**src/dist_pkg.sv**
```systemverilog
`default_nettype none

package dist_pkg;

	//////////////////////////////
	// widths
	//////////////////////////////

	// word width carried through the tree
	localparam int DATA_W = 32;

	// number of output lanes
	// one destination mask bit per lane
	localparam int NUM_LANES = 4;

	// switch command width
	// one bit per branch, same width as a branch valid pair
	localparam int CMD_W = 2;

	//////////////////////////////
	// types
	//////////////////////////////

	// one data word
	typedef logic [DATA_W-1:0] data_t;

	// destination mask, bit n selects lane n
	typedef logic [NUM_LANES-1:0] dest_t;

	// switch command
	// bit 0 drives the low branch, bit 1 the high branch
	typedef logic [CMD_W-1:0] sw_cmd_t;

	// valid pair of one switch
	// bit 0 low branch, bit 1 high branch
	typedef logic [CMD_W-1:0] lane_vld_t;

	//////////////////////////////
	// command codes
	//////////////////////////////

	// no branch, word dropped
	localparam sw_cmd_t CMD_NONE = 2'b00;

	// low branch only
	localparam sw_cmd_t CMD_LOW = 2'b01;

	// high branch only
	localparam sw_cmd_t CMD_HIGH = 2'b10;

	// both branches, word duplicated
	localparam sw_cmd_t CMD_BOTH = 2'b11;

endpackage

`default_nettype wire

```
**src/dist_route_ctrl.sv**
```systemverilog
`timescale 1ns/1ps
`default_nettype none

// routing control for the four-lane tree
// root command straight from the mask, leaf commands one stage later
module dist_route_ctrl
(
	// clock and sync reset
	input  wire                  clk,
	input  wire                  rst,

	// global enable, shared with the switches
	input  wire                  i_en,

	// incoming item
	input  wire                  i_valid,
	input  wire dist_pkg::dest_t i_dest,

	// root command, same cycle as the input
	output dist_pkg::sw_cmd_t o_root_cmd,

	// leaf commands, aligned with the root switch outputs
	output dist_pkg::sw_cmd_t o_leaf_lo_cmd,
	output dist_pkg::sw_cmd_t o_leaf_hi_cmd
);

	//////////////////////////////
	// root stage
	//////////////////////////////

	// any lane in 1:0 needs the low subtree
	logic need_lo;
	// any lane in 3:2 needs the high subtree
	logic need_hi;

	assign need_lo = |i_dest[1:0];
	assign need_hi = |i_dest[3:2];

	// validity is checked in the switch itself
	assign o_root_cmd = {need_hi, need_lo};

	//////////////////////////////
	// leaf stage
	//////////////////////////////

	// leaf command for lanes 1:0
	dist_pkg::sw_cmd_t leaf_lo_q;
	// leaf command for lanes 3:2
	dist_pkg::sw_cmd_t leaf_hi_q;

	// mask halves map straight onto leaf commands
	// lane bit 0 of a pair is the low branch, bit 1 the high branch
	always_ff @(posedge clk)
	begin
		if (rst)
		begin
			leaf_lo_q <= dist_pkg::CMD_NONE;
			leaf_hi_q <= dist_pkg::CMD_NONE;
		end
		else if (i_en)
		begin
			if (i_valid)
			begin
				leaf_lo_q <= i_dest[1:0];
				leaf_hi_q <= i_dest[3:2];
			end
			else
			begin
				// bubble, nothing to route next stage
				leaf_lo_q <= dist_pkg::CMD_NONE;
				leaf_hi_q <= dist_pkg::CMD_NONE;
			end
		end
	end

	// leaf commands leave with the root stage word
	assign o_leaf_lo_cmd = leaf_lo_q;
	assign o_leaf_hi_cmd = leaf_hi_q;

endmodule

`default_nettype wire

```
**src/dist_switch.sv**
```systemverilog
`timescale 1ns/1ps
`default_nettype none

// registered two-way distribute switch
// one word in, up to two copies out, one enabled edge later
module dist_switch
(
	// clock and sync reset
	input  wire                 i_clk,
	input  wire                 rst,

	// global enable, low freezes every register
	input  wire                 i_en,

	// incoming word
	input  wire                 i_valid,
	input  wire dist_pkg::data_t   i_data,

	// branch select for this word
	input  wire dist_pkg::sw_cmd_t i_cmd,

	// branch outputs
	output dist_pkg::lane_vld_t o_valid,
	output dist_pkg::data_t     o_data_lo,
	output dist_pkg::data_t     o_data_hi
);

	//////////////////////////////
	// next branch values
	//////////////////////////////

	// decoded branch valids
	dist_pkg::lane_vld_t vld_nxt;
	// low branch word, zero when not selected
	dist_pkg::data_t     lo_nxt;
	// high branch word, zero when not selected
	dist_pkg::data_t     hi_nxt;

	always_comb
	begin
		// dummy data by default
		vld_nxt = 2'b00;
		lo_nxt = '0;
		hi_nxt = '0;

		// only a valid word is routed
		if (i_valid)
		begin
			case (i_cmd)
				dist_pkg::CMD_LOW:
				begin
					vld_nxt = 2'b01;
					lo_nxt = i_data;
				end
				dist_pkg::CMD_HIGH:
				begin
					vld_nxt = 2'b10;
					hi_nxt = i_data;
				end
				dist_pkg::CMD_BOTH:
				begin
					// duplicate onto both branches
					vld_nxt = 2'b11;
					lo_nxt = i_data;
					hi_nxt = i_data;
				end
				default:
				begin
					// CMD_NONE, word is dropped
					vld_nxt = 2'b00;
					lo_nxt = '0;
					hi_nxt = '0;
				end
			endcase
		end
	end

	//////////////////////////////
	// output registers
	//////////////////////////////

	// reset wins over the enable
	// disabled edge holds everything so a tree stalls in step
	always_ff @(posedge i_clk)
	begin
		if (rst)
		begin
			o_valid <= 2'b00;
			o_data_lo <= '0;
			o_data_hi <= '0;
		end
		else if (i_en)
		begin
			o_valid <= vld_nxt;
			o_data_lo <= lo_nxt;
			o_data_hi <= hi_nxt;
		end
	end

endmodule

`default_nettype wire

```
**src/dist_tree4.sv**
```systemverilog
`timescale 1ns/1ps
`default_nettype none

// one-to-four distribution tree
// root switch splits into two leaf switches, two lanes each
// latency is two enabled edges, one item per stage in flight
module dist_tree4
(
	// clock and sync reset
	input  wire                  clk,
	input  wire                  rst,

	// global enable, low stalls the whole pipeline
	input  wire                  i_en,

	// source side
	input  wire                  i_valid,
	input  wire dist_pkg::dest_t i_dest,
	input  wire dist_pkg::data_t i_data,

	// lane side
	// o_valid bit n and o_data[n] belong to lane n
	output dist_pkg::dest_t                          o_valid,
	output dist_pkg::data_t [dist_pkg::NUM_LANES-1:0] o_data
);

	//////////////////////////////
	// routing commands
	//////////////////////////////

	// root command, combinational from the mask
	dist_pkg::sw_cmd_t root_cmd;
	// lane 1:0 command, registered
	dist_pkg::sw_cmd_t leaf_lo_cmd;
	// lane 3:2 command, registered
	dist_pkg::sw_cmd_t leaf_hi_cmd;

	dist_route_ctrl i_route
	(
		.clk           (clk),
		.rst           (rst),
		.i_en          (i_en),
		.i_valid       (i_valid),
		.i_dest        (i_dest),
		.o_root_cmd    (root_cmd),
		.o_leaf_lo_cmd (leaf_lo_cmd),
		.o_leaf_hi_cmd (leaf_hi_cmd)
	);

	//////////////////////////////
	// root stage
	//////////////////////////////

	// root branch valids
	// bit 0 feeds the low leaf, bit 1 the high leaf
	dist_pkg::lane_vld_t root_vld;
	// word toward lanes 1:0
	dist_pkg::data_t     root_data_lo;
	// word toward lanes 3:2
	dist_pkg::data_t     root_data_hi;

	dist_switch i_root_sw
	(
		.i_clk     (clk),
		.rst       (rst),
		.i_en      (i_en),
		.i_valid   (i_valid),
		.i_data    (i_data),
		.i_cmd     (root_cmd),
		.o_valid   (root_vld),
		.o_data_lo (root_data_lo),
		.o_data_hi (root_data_hi)
	);

	//////////////////////////////
	// leaf stage
	//////////////////////////////

	// low leaf outputs, lanes 1:0
	dist_pkg::lane_vld_t leaf_lo_vld;
	dist_pkg::data_t     lane0_data;
	dist_pkg::data_t     lane1_data;

	// high leaf outputs, lanes 3:2
	dist_pkg::lane_vld_t leaf_hi_vld;
	dist_pkg::data_t     lane2_data;
	dist_pkg::data_t     lane3_data;

	// leaf for lanes 1:0, fed from the root low branch
	dist_switch i_leaf_lo_sw
	(
		.i_clk     (clk),
		.rst       (rst),
		.i_en      (i_en),
		.i_valid   (root_vld[0]),
		.i_data    (root_data_lo),
		.i_cmd     (leaf_lo_cmd),
		.o_valid   (leaf_lo_vld),
		.o_data_lo (lane0_data),
		.o_data_hi (lane1_data)
	);

	// leaf for lanes 3:2, fed from the root high branch
	dist_switch i_leaf_hi_sw
	(
		.i_clk     (clk),
		.rst       (rst),
		.i_en      (i_en),
		.i_valid   (root_vld[1]),
		.i_data    (root_data_hi),
		.i_cmd     (leaf_hi_cmd),
		.o_valid   (leaf_hi_vld),
		.o_data_lo (lane2_data),
		.o_data_hi (lane3_data)
	);

	//////////////////////////////
	// lane packing
	//////////////////////////////

	// low leaf takes the low half of the mask
	assign o_valid = {leaf_hi_vld, leaf_lo_vld};

	// lane 0 lowest
	assign o_data[0] = lane0_data;
	assign o_data[1] = lane1_data;
	assign o_data[2] = lane2_data;
	assign o_data[3] = lane3_data;

endmodule

`default_nettype wire

```
**config.mk**
```make
export PLATFORM = sky130hd
export DESIGN_NAME = dist_tree4
export DESIGN_NICKNAME = d
export VERILOG_FILES = /design/src/dist_pkg.sv /design/src/dist_route_ctrl.sv /design/src/dist_switch.sv /design/src/dist_tree4.sv
export SDC_FILE = /design/constraint.sdc
export NUM_CORES = 1
export LEC_CHECK = 0
export BUFFER_PORTS_ARGS = -buffer_cell sky130_fd_sc_hd__clkbuf_2
export CAP_MARGIN = 5
export CORE_ASPECT_RATIO = 1.5
export CORE_MARGIN = 2
export CORE_UTILIZATION = 47
export CTS_CLUSTER_DIAMETER = 60
export CTS_CLUSTER_SIZE = 24
export DETAILED_ROUTE_END_ITERATION = 8
export PLACE_DENSITY = 0.78
export SYNTH_ARGS = -nofsm -noshare
export SYNTH_HDL_FRONTEND = slang
export SYNTH_SLANG_ARGS = --single-unit
```
**constraint.sdc**
```tcl
create_clock -name clk -period 1.2 [get_ports clk]
set_clock_uncertainty 0.05 [all_clocks]
set_input_delay 0.24 -clock clk [delete_from_list [all_inputs] [get_ports clk]]
set_output_delay 0.24 -clock clk [all_outputs]
set_load 0.03 [all_outputs]
```
Word level (Yosys, flattened, before mapping)
Index checks and enable logic that the tools add are counted.
- output and inout port bits: 132
- flip-flop bits (word level): 202
- bits of input ports: 40
- muxes and demuxes: 20
- equality and inequality tests: 9
- reductions and logical operators: 8
- operators by type and width (cell ; count):
    $mux W32 ; 12
    $pmux W2 S3 ; 3
    $reduce_or A2 Y1 ; 8
    $eq A2 B2 Y1 const B ; 6
    $mux W2 ; 5
    $eq A2 B1 Y1 const B ; 3

Depth between registers and ports, before layout
Gate-level depths: netlist of run 1.
- depth after elaboration: 5
- gate-level depth with buffers: 5
- gate-level depth less buffers: 2

By module
A second synthesis of run 1 with hierarchy kept.
- cells, all modules: 920
- area, all modules: 8261.7 um^2
- by module, submodules not included (module ; cells each ; area each (um^2) ; seq. area each (um^2) ; times used):
    dist_switch ; 300 ; 2696.3 ; 1321.3 ; 3
    dist_route_ctrl ; 20 ; 172.7 ; 80.1 ; 1

Worst setup path after synthesis of run 1
OpenSTA, ideal clock, no wires.
- path kind: input -> register
- start point: input rst
- end point: register i_leaf_hi_sw.o_data_hi[10]
- stages: 5
- library setup time: 0.117 ns
- setup slack: 0.072 ns
- data required time: 1.033 ns
- data arrival time: 0.962 ns
- path through: buf_4 > and4b_1 > buf_6 > buf_6 > a22o_1
- RTL lines (what ; line ; source):
    from (decl) ; dist_tree4.sv:11 ; input wire rst,
    to (signal assigned) ; dist_switch.sv:96 ; o_data_hi <= hi_nxt;
    to (decl) ; dist_switch.sv:25 ; output dist_pkg::data_t o_data_hi

Worst setup path in the final report of run 1
- start point: register i_leaf_lo_sw.o_data_hi[22]
- end point: output o_data[54] (netlist bit)
- RTL lines (what ; line ; source):
    from (decl) ; dist_switch.sv:25 ;
    from (signal assigned) ; dist_switch.sv:96 ;
    to (decl) ; dist_tree4.sv:24 ; output dist_pkg::data_t [dist_pkg::NUM_LANES-1:0] o_data
No word-level cell between the ends.

==> run metrics, run 1 <==
Cell variety after synth 15; pwr/cell area 1160 nW/µm²; Die Width 102 µm; synth warn 0; critical path class register to primary output; Syn Nets 622; Sink Count 202; Int Pwr 9.19 mW; crit path DAT 970 ps; worst path cell trace buf_8; I/O pin count 172; Leak 4.09 nW; DRC 0; fin nets 832; Pre-antenna DRT Iters 4; Worst slew margin 78.9%; CP Max Fanout 2; clock buffer depth 3; number of global-route vias before repair 5710; sequential share of the synthesized area 60.1%; Filler Cell Count 875; CP max stage cell dfxtp_2; Post-Layout Inst Area 10100 µm²; Tcrit/Tclk final 105%; Worst Path Buf+Inv 1; Die Height 151 µm; Tmin final 1260 ps; Max-Cap Viols 0; CTS tree built; Post-Syn Area per Cell 11.6 µm²; core area 14000 µm²; Logic pwr share 5.1%; final setup fails 132; worst slew pin tran 316 ps; clk_lat worst skew 460 ps; vias 5572; crit-path leading delay family flip-flops; clock buffer count from CTS 12; Core Rows 53; starting density of the core 48.1%; Slew Limit Fails 0; failing checks setup timing; Hold Vio Cnt, Final 0; Post-Syn Area 6730 µm²; DR vias/cell 5.65; DRT antenna net count 0; f_max 0.793 GHz; Worst VDD drop 1090 µV; Sum Neg Setup Slack -4500 ps; clock slew at reported path FFs 90 ps; CP startpoint kind register; largest stage delay on the critical path 380 ps; first-pass GRT wire length 30.4 mm; worst hold-check path type primary input to register; Root Driver clkbuf_16; placed cell area 7820 µm²; layout cells sized above 1 50.7%; Setup WS post-layout -60.6 ps; initial antenna violation count 1; switch share 22.1%; GRT Overall Usage 25.3%; clock network fraction of design power 36.9%; Data required, critical path 910 ps; status finished with violations; Synth-to-Final Area Change 50.8%; die area 15300 µm²; DRT iter0 DRCs 262; GR Overflow Total 0; RSZ-0062 raised after global routing yes; Placer Congestion 0.808; final hold slack 12.8 ps; largest net degree at the start of global routing 66; WL final 20.6 mm; register bit count reported by yosys 202; final HPWL from detailed placement 11.5 mm; CP endpoint kind primary output; Wirelength per Cell 20.9 µm; H-tree depth 1; Sequential Power Share 58.0%; switching pwr 2.61 mW; Util after Layout 72.5%; overall power after layout 11.8 mW; # port buffers 171; instance count of the mapped netlist 582
-- logic make-up after synthesis --
kind of cell / count (synthesis) / synth area share (%)
simple gates: 55 / 5.15
buf+inv: 121 / 8.70
compound gates: 204 / 26.0
flops: 202 / 60.1
-- flip-flops by register name, summed over array words and instances (netlist names) --
name	flops
i_route.o_leaf_hi_cmd	2
i_root_sw.o_valid	2
i_root_sw.o_data_lo	32
i_leaf_hi_sw.o_valid	2
i_leaf_lo_sw.o_data_lo	32
i_root_sw.o_data_hi	32
i_leaf_lo_sw.o_data_hi	32
i_route.o_leaf_lo_cmd	2
i_leaf_hi_sw.o_data_lo	32
i_leaf_hi_sw.o_data_hi	32
i_leaf_lo_sw.o_valid	2
-- worst paths after layout --
kind,start,to,slack [ps],cells past startpoint
max,i_leaf_lo_sw.o_data_hi[22],o_data[54],-60,1
min,i_data[12],i_root_sw.o_data_hi[12],10,3
max reg2reg,i_root_sw.o_valid[0],i_leaf_lo_sw.o_data_lo[28],10,3
min reg2reg,i_route.o_leaf_lo_cmd[0],i_route.o_leaf_lo_cmd[0],440,2
-- placed cells by master, fill, tap and decap left out --
cell type | netlist | layout
buf_8 | 0 | 135
dfxtp_2 | 0 | 129
a22o_1 | 128 | 128
dfxtp_1 | 202 | 69
inv_1 | 64 | 64
o32ai_1 | 64 | 64
buf_4 | 3 | 63
nand2b_1 | 42 | 42
clkbuf_2 | 0 | 37
clkbuf_16 | 0 | 13
a21oi_1 | 10 | 10
buf_12 | 0 | 9
nand3_1 | 8 | 8
dlygate4sd3_1 | 0 | 5
and4b_2 | 0 | 4
dfxtp_4 | 0 | 4
buf_6 | 11 | 3
diode_2 | 0 | 1
nor2_4 | 0 | 1
o211ai_1 | 1 | 1
o211ai_4 | 0 | 1
bufinv_16 | 0 | 1
inv_8 | 0 | 1
buf_2 | 30 | 1
-- per-layer routing --
metal  part of all wire, %  GRT usage, %  wire length (µm)  up-vias
met5                     0             0                 0        -
met4                   4.3          9.93               884        0
met2                    55          47.5             11400      224
li1                      -             -                 -     2551
met3                   4.9          4.04              1020       69
met1                    36          27.6              7330     2728
-- power by group through the flow --
stage | Combinational (mW) | Sequential [mW] | Clock (mW)
floorplan | 0.331 | 6.99 | 0
global placement | 0.532 | 7.00 | 0
detailed placement | 0.554 | 7.01 | 0
CTS | 0.574 | 6.85 | 4.38
global route | 0.640 | 6.86 | 4.64
finish | 0.596 | 6.85 | 4.36
-- Yosys cell counts --
| cell | number | share of area [%] |
|---|---|---|
| dfxtp_1 | 202 | 60 |
| a22o_1 | 128 | 17 |
| inv_1 | 64 | 3.6 |
| o32ai_1 | 64 | 8.3 |
| nand2b_1 | 42 | 3.9 |
| buf_2 | 30 | 2.2 |
| clkbuf_1 | 13 | 0.73 |
| buf_6 | 11 | 1.8 |
| a21oi_1 | 10 | 0.74 |
| nand3_1 | 8 | 0.60 |
| and4b_1 | 4 | 0.60 |
| buf_4 | 3 | 0.33 |
| nor2_1 | 1 | 0.056 |
| o211ai_1 | 1 | 0.11 |
| o211ai_2 | 1 | 0.19 |
-- area by class of cell --
type / instances / area [µm²] / share of cell area (%)
Clock inverter: 2 / 41.3 / 0.407
Multi-Input combinational cell: 259 / 2120 / 20.9
Timing Repair Buffer: 253 / 2950 / 29.1
Antenna cell: 1 / 2.50 / 0.0247
Inverter: 64 / 240 / 2.37
Sequential cell: 202 / 4220 / 41.6
Tap cell: 192 / 240 / 2.37
Clock buffer: 13 / 325 / 3.21
-- stage by stage --
stage / setup WS (ps) / cells
global route: -87.1 / 986
global placement: -81.5 / 916
floorplan: 71.7 / 582
finish: -60.6 / 986
detailed placement: -136 / 916
CTS: -95.0 / 970
-- repair_timing --
item	4_1_cts	5_1_grt
endpoints found under the hold margin	4	0
endpoints found under the setup margin	132	213
hold buffers	5	0
resized for setup	397	149
pin swaps	0	1
buffers inserted	34	15
Note: power is estimated with default switching activity, not from simulation.
==> run 2, diff against run 1 <==
CORE_UTILIZATION = 49   (was 47)
PLACE_DENSITY = 0.79   (was 0.78)
SYNTH_HIERARCHICAL = 1   (was not set)
==> run 2 against run 1 <==
The flow still finishes with violations (setup timing). First-iteration DRC count increased to 2.5 times the previous value. Register-to-register slack improved by 80 ps. Highest routed layer unchanged. Hold slack worse by 6.0 ps. Final cell count rose by 34%. Power increased by 2.0%. Wire length rose by 17%.
==> run metrics, run 2 <==
status finished with violations; failing checks setup timing; final HPWL from detailed placement 12.9 mm (+12%); Wirelength per Cell 18.3 µm (-13%); crit-path leading delay family flip-flops; CP Max Fanout 2 (unchanged); DRC 0 (unchanged); CP startpoint kind register; DRT antenna net count 0 (unchanged); post-synth top area cell dfxtp_1; worst path cell trace buf_8; Worst Path Buf+Inv 1 (unchanged); multiplexer area fraction after synthesis 0% (unchanged); GRT Overall Usage 24.1% (-1.2 points); Setup WS post-layout -68.1 ps (-7.59 ps); post-synthesis simple-gate area fraction 30.6% (+25 points); final setup fails 132 (unchanged); register bit count reported by yosys 202 (unchanged); Cell variety after synth 11 (-4); pwr/cell area 1030 nW/µm² (-11%); Syn Nets 960 (+54%); switching pwr 2.89 mW (+11%); largest net degree at the start of global routing 75 (+14%); sequential share of the synthesized area 48.9% (-11 points); synth warn 6 (+6); largest stage delay on the critical path 380 ps (about the same); largest family of logic cells by synthesized area simple AND/OR/NAND/NOR gates; WP depth 1 (unchanged); clk_lat worst skew 460 ps (about the same); Max-Cap Viols 0 (unchanged); crit path DAT 980 ps (about the same); Tcrit/Tclk final 106% (+0.63 points); first-pass GRT wire length 35.1 mm (+15%); Post-Syn Area 8260 µm² (+23%); WL final 24.1 mm (+17%); Logic pwr share 8.3% (+3.2 points); Core Rows 58 (+9.4%); Post-synth top flop dfxtp_1; clock buffer count from CTS 12 (unchanged); # port buffers 171 (unchanged); worst slew pin tran 251 ps (-65.4 ps); Placer Congestion 0.830 (+2.7%); overall power after layout 12.0 mW (+2.0%); Slew Limit Fails 0 (unchanged); vias 7699 (+38%); initial antenna violation count 2 (+1); I/O pin count 172 (unchanged); RSZ-0062 raised after global routing yes; top-area cell type share of the netlist area 48.9% (-11 points); Sink Count 202 (unchanged); Root Driver clkbuf_16; Data required, critical path 910 ps (about the same); leading cell types by count after synthesis a21oi_1 (202), dfxtp_1 (202), nand2b_1 (202); XOR/XNOR Fraction of Synth Area 0% (unchanged); top cells by area, synth dfxtp_1 (49%), nand2b_1 (15%), nand4_1 (15%); starting density of the core 49.7% (+1.6 points); Filler Cell Count 1168 (+33%); Util after Layout 70.3% (-2.2 points); number of global-route vias before repair 6762 (+18%); Int Pwr 9.15 mW (-0.51%); DR vias/cell 5.83 (+3.1%); Reg2Reg Depth 3 (unchanged); Sequential Power Share 56.9% (-1.1 points); worst hold-check path type primary input to register; Synth-to-Final Area Change 41.5%; core area 16600 µm² (+19%); GR Overflow Total 0 (unchanged); H-tree depth 1 (unchanged); critical path class register to primary output; Cells on Worst Hold Path 2 (-1); fin nets 1148 (+38%); Leak 4.19 nW (+2.5%); Tmin final 1270 ps (+7.59 ps); commonest non-fill, non-tap cells in the layout nand2b_1 (202), a21oi_1 (202), nand4_1 (192), buf_8 (133), dfxtp_2 (132); final hold slack 6.89 ps (-5.96 ps); DRT iter0 DRCs 664 (+150%); switch share 24.0% (+1.9 points); ys async rst share 0% (unchanged); Synth Area in Compound Gates 12.2% (-14 points); instance count of the mapped netlist 920 (+58%); CP max stage cell dfxtp_2; Synth Area in Adders 0% (unchanged); clock slew at reported path FFs 90 ps (about the same); f_max 0.789 GHz (-0.60%); Post-Syn Area per Cell 8.98 µm² (-22%); layout cells sized above 1 37.8% (-13 points); Die Width 110 µm (+8.2%); Pre-antenna DRT Iters 7 (+3); CTS tree built; clock network fraction of design power 34.8% (-2.1 points); Worst slew margin 83.3% (+4.4 points); clock buffer depth 3 (unchanged); Worst VDD drop 984 µV (-10%); Hold Vio Cnt, Final 0 (unchanged); number of synthesized flops with an enable pin 0 (unchanged); die area 17900 µm² (+17%); CP endpoint kind primary output; Die Height 163 µm (+8.3%)
run 2: changes by cell type after synthesis, sizes merged, moves of 20 or more:
cell / previous run / this run
a21oi: 10 / 202
a22o: 128 / 0
buf: 44 / 77
clkbuf: 13 / 33
inv: 64 / 0
nand2b: 42 / 202
nand4: 0 / 192
o32ai: 64 / 0
run 2: timing repair:
| action | in CTS | in global routing |
|---|---|---|
| endpoints found under the setup margin | 132 | 132 |
| resized for setup | 396 | 134 |
| endpoints found under the hold margin | 24 | 0 |
| setup buffers | 24 | 43 |
| hold buffers | 16 | 0 |
run 2: path summary, 6_finish.rpt:
| kind | start | to | slack (ps) |
|---|---|---|---|
| max | i_leaf_hi_sw/o_data_hi[21] | o_data[117] | -70 |
| max reg2reg | i_route/o_leaf_hi_cmd[1] | i_leaf_hi_sw/o_data_hi[14] | 90 |
| min | rst | i_leaf_hi_sw/o_data_lo[4] | 7 |
| min reg2reg | i_leaf_hi_sw/o_data_lo[9] | i_leaf_hi_sw/o_data_lo[9] | 440 |
run 2: stage by stage:
step                worst slack [ps]  TNS, ps  instance area, µm²  cells
floorplan                       8.66        0                8310    920
global placement                19.7        0                9180   1221
detailed placement             -3.52    -3.52                9180   1221
CTS                            -84.0    -7260               11200   1276
global route                   -91.8    -8000               11700   1321
finish                         -68.1    -4310               11700   1321
run 2: layout make-up:
| class | instances | area, µm² | share of cell area [%] |
|---|---|---|---|
| Antenna cell | 2 | 5.00 | 0.0428 |
| Clock buffer | 13 | 325 | 2.78 |
| Clock inverter | 2 | 18.8 | 0.161 |
| Multi-Input combinational cell | 608 | 3540 | 30.3 |
| Sequential cell | 202 | 4220 | 36.1 |
| Tap cell | 210 | 263 | 2.25 |
| Timing Repair Buffer | 284 | 3320 | 28.4 |
run 2: routing by layer:
metal / vias to the layer above / part of all wire [%] / track usage, %
met2: 295 / 50 / 38.4
met4: 0 / 2.8 / 8.11
met5: - / 0 / 0
met1: 3683 / 42 / 33.4
li1: 3665 / - / -
met3: 56 / 5.3 / 3.07
run 2: power groups by stage:
stage / clock [mW] / combinational, mW / sequential [mW]
detailed placement: 0 / 0.928 / 7.01
finish: 4.18 / 1.00 / 6.85
global placement: 0 / 0.928 / 7.01
global route: 4.49 / 1.07 / 6.86
CTS: 4.25 / 0.980 / 6.85
floorplan: 0 / 0.695 / 6.99
run 2: cells by family after synthesis:
family,Yosys count
buf+inv,110
compound gates,202
flops,202
simple gates,406
==> run 3, diff against run 2 <==
CAP_MARGIN = not set   (was 5)
PLACE_DENSITY = 0.76   (was 0.79)
==> run 3 against run 2 <==
Critical endpoint is now o_data[43]. Sequential share of layout area rose by 0.075 points. Worst setup slack got worse by 3.7 ps. Largest cell class unchanged. Non-clock buffer count rose by 2. The run still ends with setup timing left. Count of clock-buffer cells in the layout rose by 1. Cell area fell by 0.27%. Hold slack improved by 9.4 ps. Final cell count barely moved. Maximum frequency fell by 0.29%. First-iteration DRC count fell by 1.5%.
==> run metrics, run 3 (synthesized netlist as in run 2, its figures left out) <==
vias 7634 (-0.84%); critical path class register to primary output; pwr/cell area 1030 nW/µm² (+0.41%); final hold slack 16.3 ps (+9.42 ps); DR vias/cell 5.77 (-0.92%); Tcrit/Tclk final 106% (+0.31 points); Placer Congestion 0.763 (-8.1%); failing checks setup timing; layout cells sized above 1 37.5% (-0.28 points); WP depth 1 (unchanged); core area 16600 µm² (unchanged); DRT iter0 DRCs 654 (-1.5%); fin nets 1150 (+0.17%); initial antenna violation count 0 (-2); Sum Neg Setup Slack -4510 ps (-199 ps); Cells after DPL 1225 (+0.33%); clock buffer depth 3 (unchanged); CP endpoint kind primary output; commonest non-fill, non-tap cells in the layout nand2b_1 (202), a21oi_1 (202), nand4_1 (192), dfxtp_2 (133), buf_8 (133); Setup WS pre-CTS -5.27 ps (-1.75 ps); Reg2Reg Depth 3 (unchanged); Worst slew margin 80.5% (-2.8 points); Sink Count 202 (unchanged); first-pass GRT wire length 35.3 mm (+0.57%); I/O pin count 172 (unchanged); Post-Layout Inst Area 11700 µm² (-0.27%); Root Driver clkbuf_16; Die Height 163 µm (unchanged); Die Width 110 µm (unchanged); largest stage delay on the critical path 380 ps (about the same); GR Overflow Total 0 (unchanged); Tmin final 1270 ps (+3.71 ps); Worst VDD drop 1360 µV (+38%); Setup WS post-layout -71.9 ps (-3.71 ps); placed cell area 9160 µm² (-0.22%); Util after Layout 70.1% (-0.19 points); clock slew at reported path FFs 100 ps (about the same); final setup fails 133 (+0.76%); starting density of the core 49.7% (unchanged); worst hold-check path type primary input to register; Core Rows 58 (unchanged); Leak 4.18 nW (-0.14%); crit path DAT 980 ps (about the same); largest net degree at the start of global routing 68 (-9.3%); clk_lat worst skew 460 ps (about the same); worst slew pin tran 293 ps (+41.6 ps); # port buffers 171 (unchanged); Wirelength per Cell 17.7 µm (-2.9%); status finished with violations; final HPWL from detailed placement 13.1 mm (+1.7%); DRT antenna net count 0 (unchanged); H-tree depth 1 (unchanged); Max-Cap Viols 0 (unchanged); Cells on Worst Hold Path 3 (+1); number of global-route vias before repair 6673 (-1.3%); Hold Vio Cnt, Final 0 (unchanged); DRC 0 (unchanged); CP startpoint kind register; overall power after layout 12.1 mW (+0.14%); f_max 0.786 GHz (-0.29%); GRT Overall Usage 24.3% (+0.18 points); Slew Limit Fails 0 (unchanged); CP max stage cell dfxtp_2; Synth-to-Final Area Change 41.1%; Data required, critical path 910 ps (about the same); worst path cell trace buf_8; Layout Cells excl Fill 1322 (+0.076%); Pre-antenna DRT Iters 5 (-2); crit-path leading delay family flip-flops; CP Max Fanout 2 (unchanged); WL final 23.4 mm (-2.8%); clock buffer count from CTS 12 (unchanged); RSZ-0062 raised after global routing yes; Worst Path Buf+Inv 1 (unchanged); n_diodes 0 (-2); die area 17900 µm² (unchanged); CTS tree built
## run 3: cell types whose count changed in the layout (fill, tap and decap cells not counted), moves of 2 or more
| cell | previous run | this run |
|---|---|---|
| buf_4 | 78 | 80 |
| buf_12 | 19 | 15 |
| diode_2 | 2 | 0 |
| dlygate4sd3_1 | 16 | 20 |
## run 3: layout make-up
type / instances / area, µm²
Clock buffer: 14 / 329
Clock inverter: 2 / 16.3
Fill cell: 1195 / 4960
Multi-Input combinational cell: 608 / 3540
Sequential cell: 202 / 4210
Tap cell: 210 / 263
Timing Repair Buffer: 286 / 3290
## run 3: per-layer routing
metal / wire [µm] / share of wire (%) / track usage, %
met1: 9660 / 41 / 33.8
met2: 11800 / 50 / 38.4
met3: 1420 / 6.0 / 4.07
met4: 552 / 2.4 / 7.13
met5: 0 / 0 / 0
## run 3: worst paths after layout
path / from / end / slack (ps)
max reg2reg: i_root_sw/o_valid[0] / i_leaf_lo_sw/o_data_lo[30] / -10
max: i_leaf_lo_sw/o_data_hi[11] / o_data[43] / -70
min reg2reg: i_leaf_hi_sw/o_valid[1] / i_leaf_hi_sw/o_valid[1] / 440
min: i_data[0] / i_root_sw/o_data_hi[0] / 20
## run 3: repair_timing
item | in CTS | in global routing
hold buffers | 20 | 0
setup buffers | 25 | 36
gates resized for setup | 396 | 133
endpoints found under the hold margin | 30 | 0
endpoints found under the setup margin | 132 | 132
## run 3: where the power goes
group	switching, mW	total (mW)	internal (mW)
clock	2.21	4.20	1.98
combinational	0.599	1.00	0.405
sequential	0.0776	6.85	6.77
total	2.89	12.1	9.16
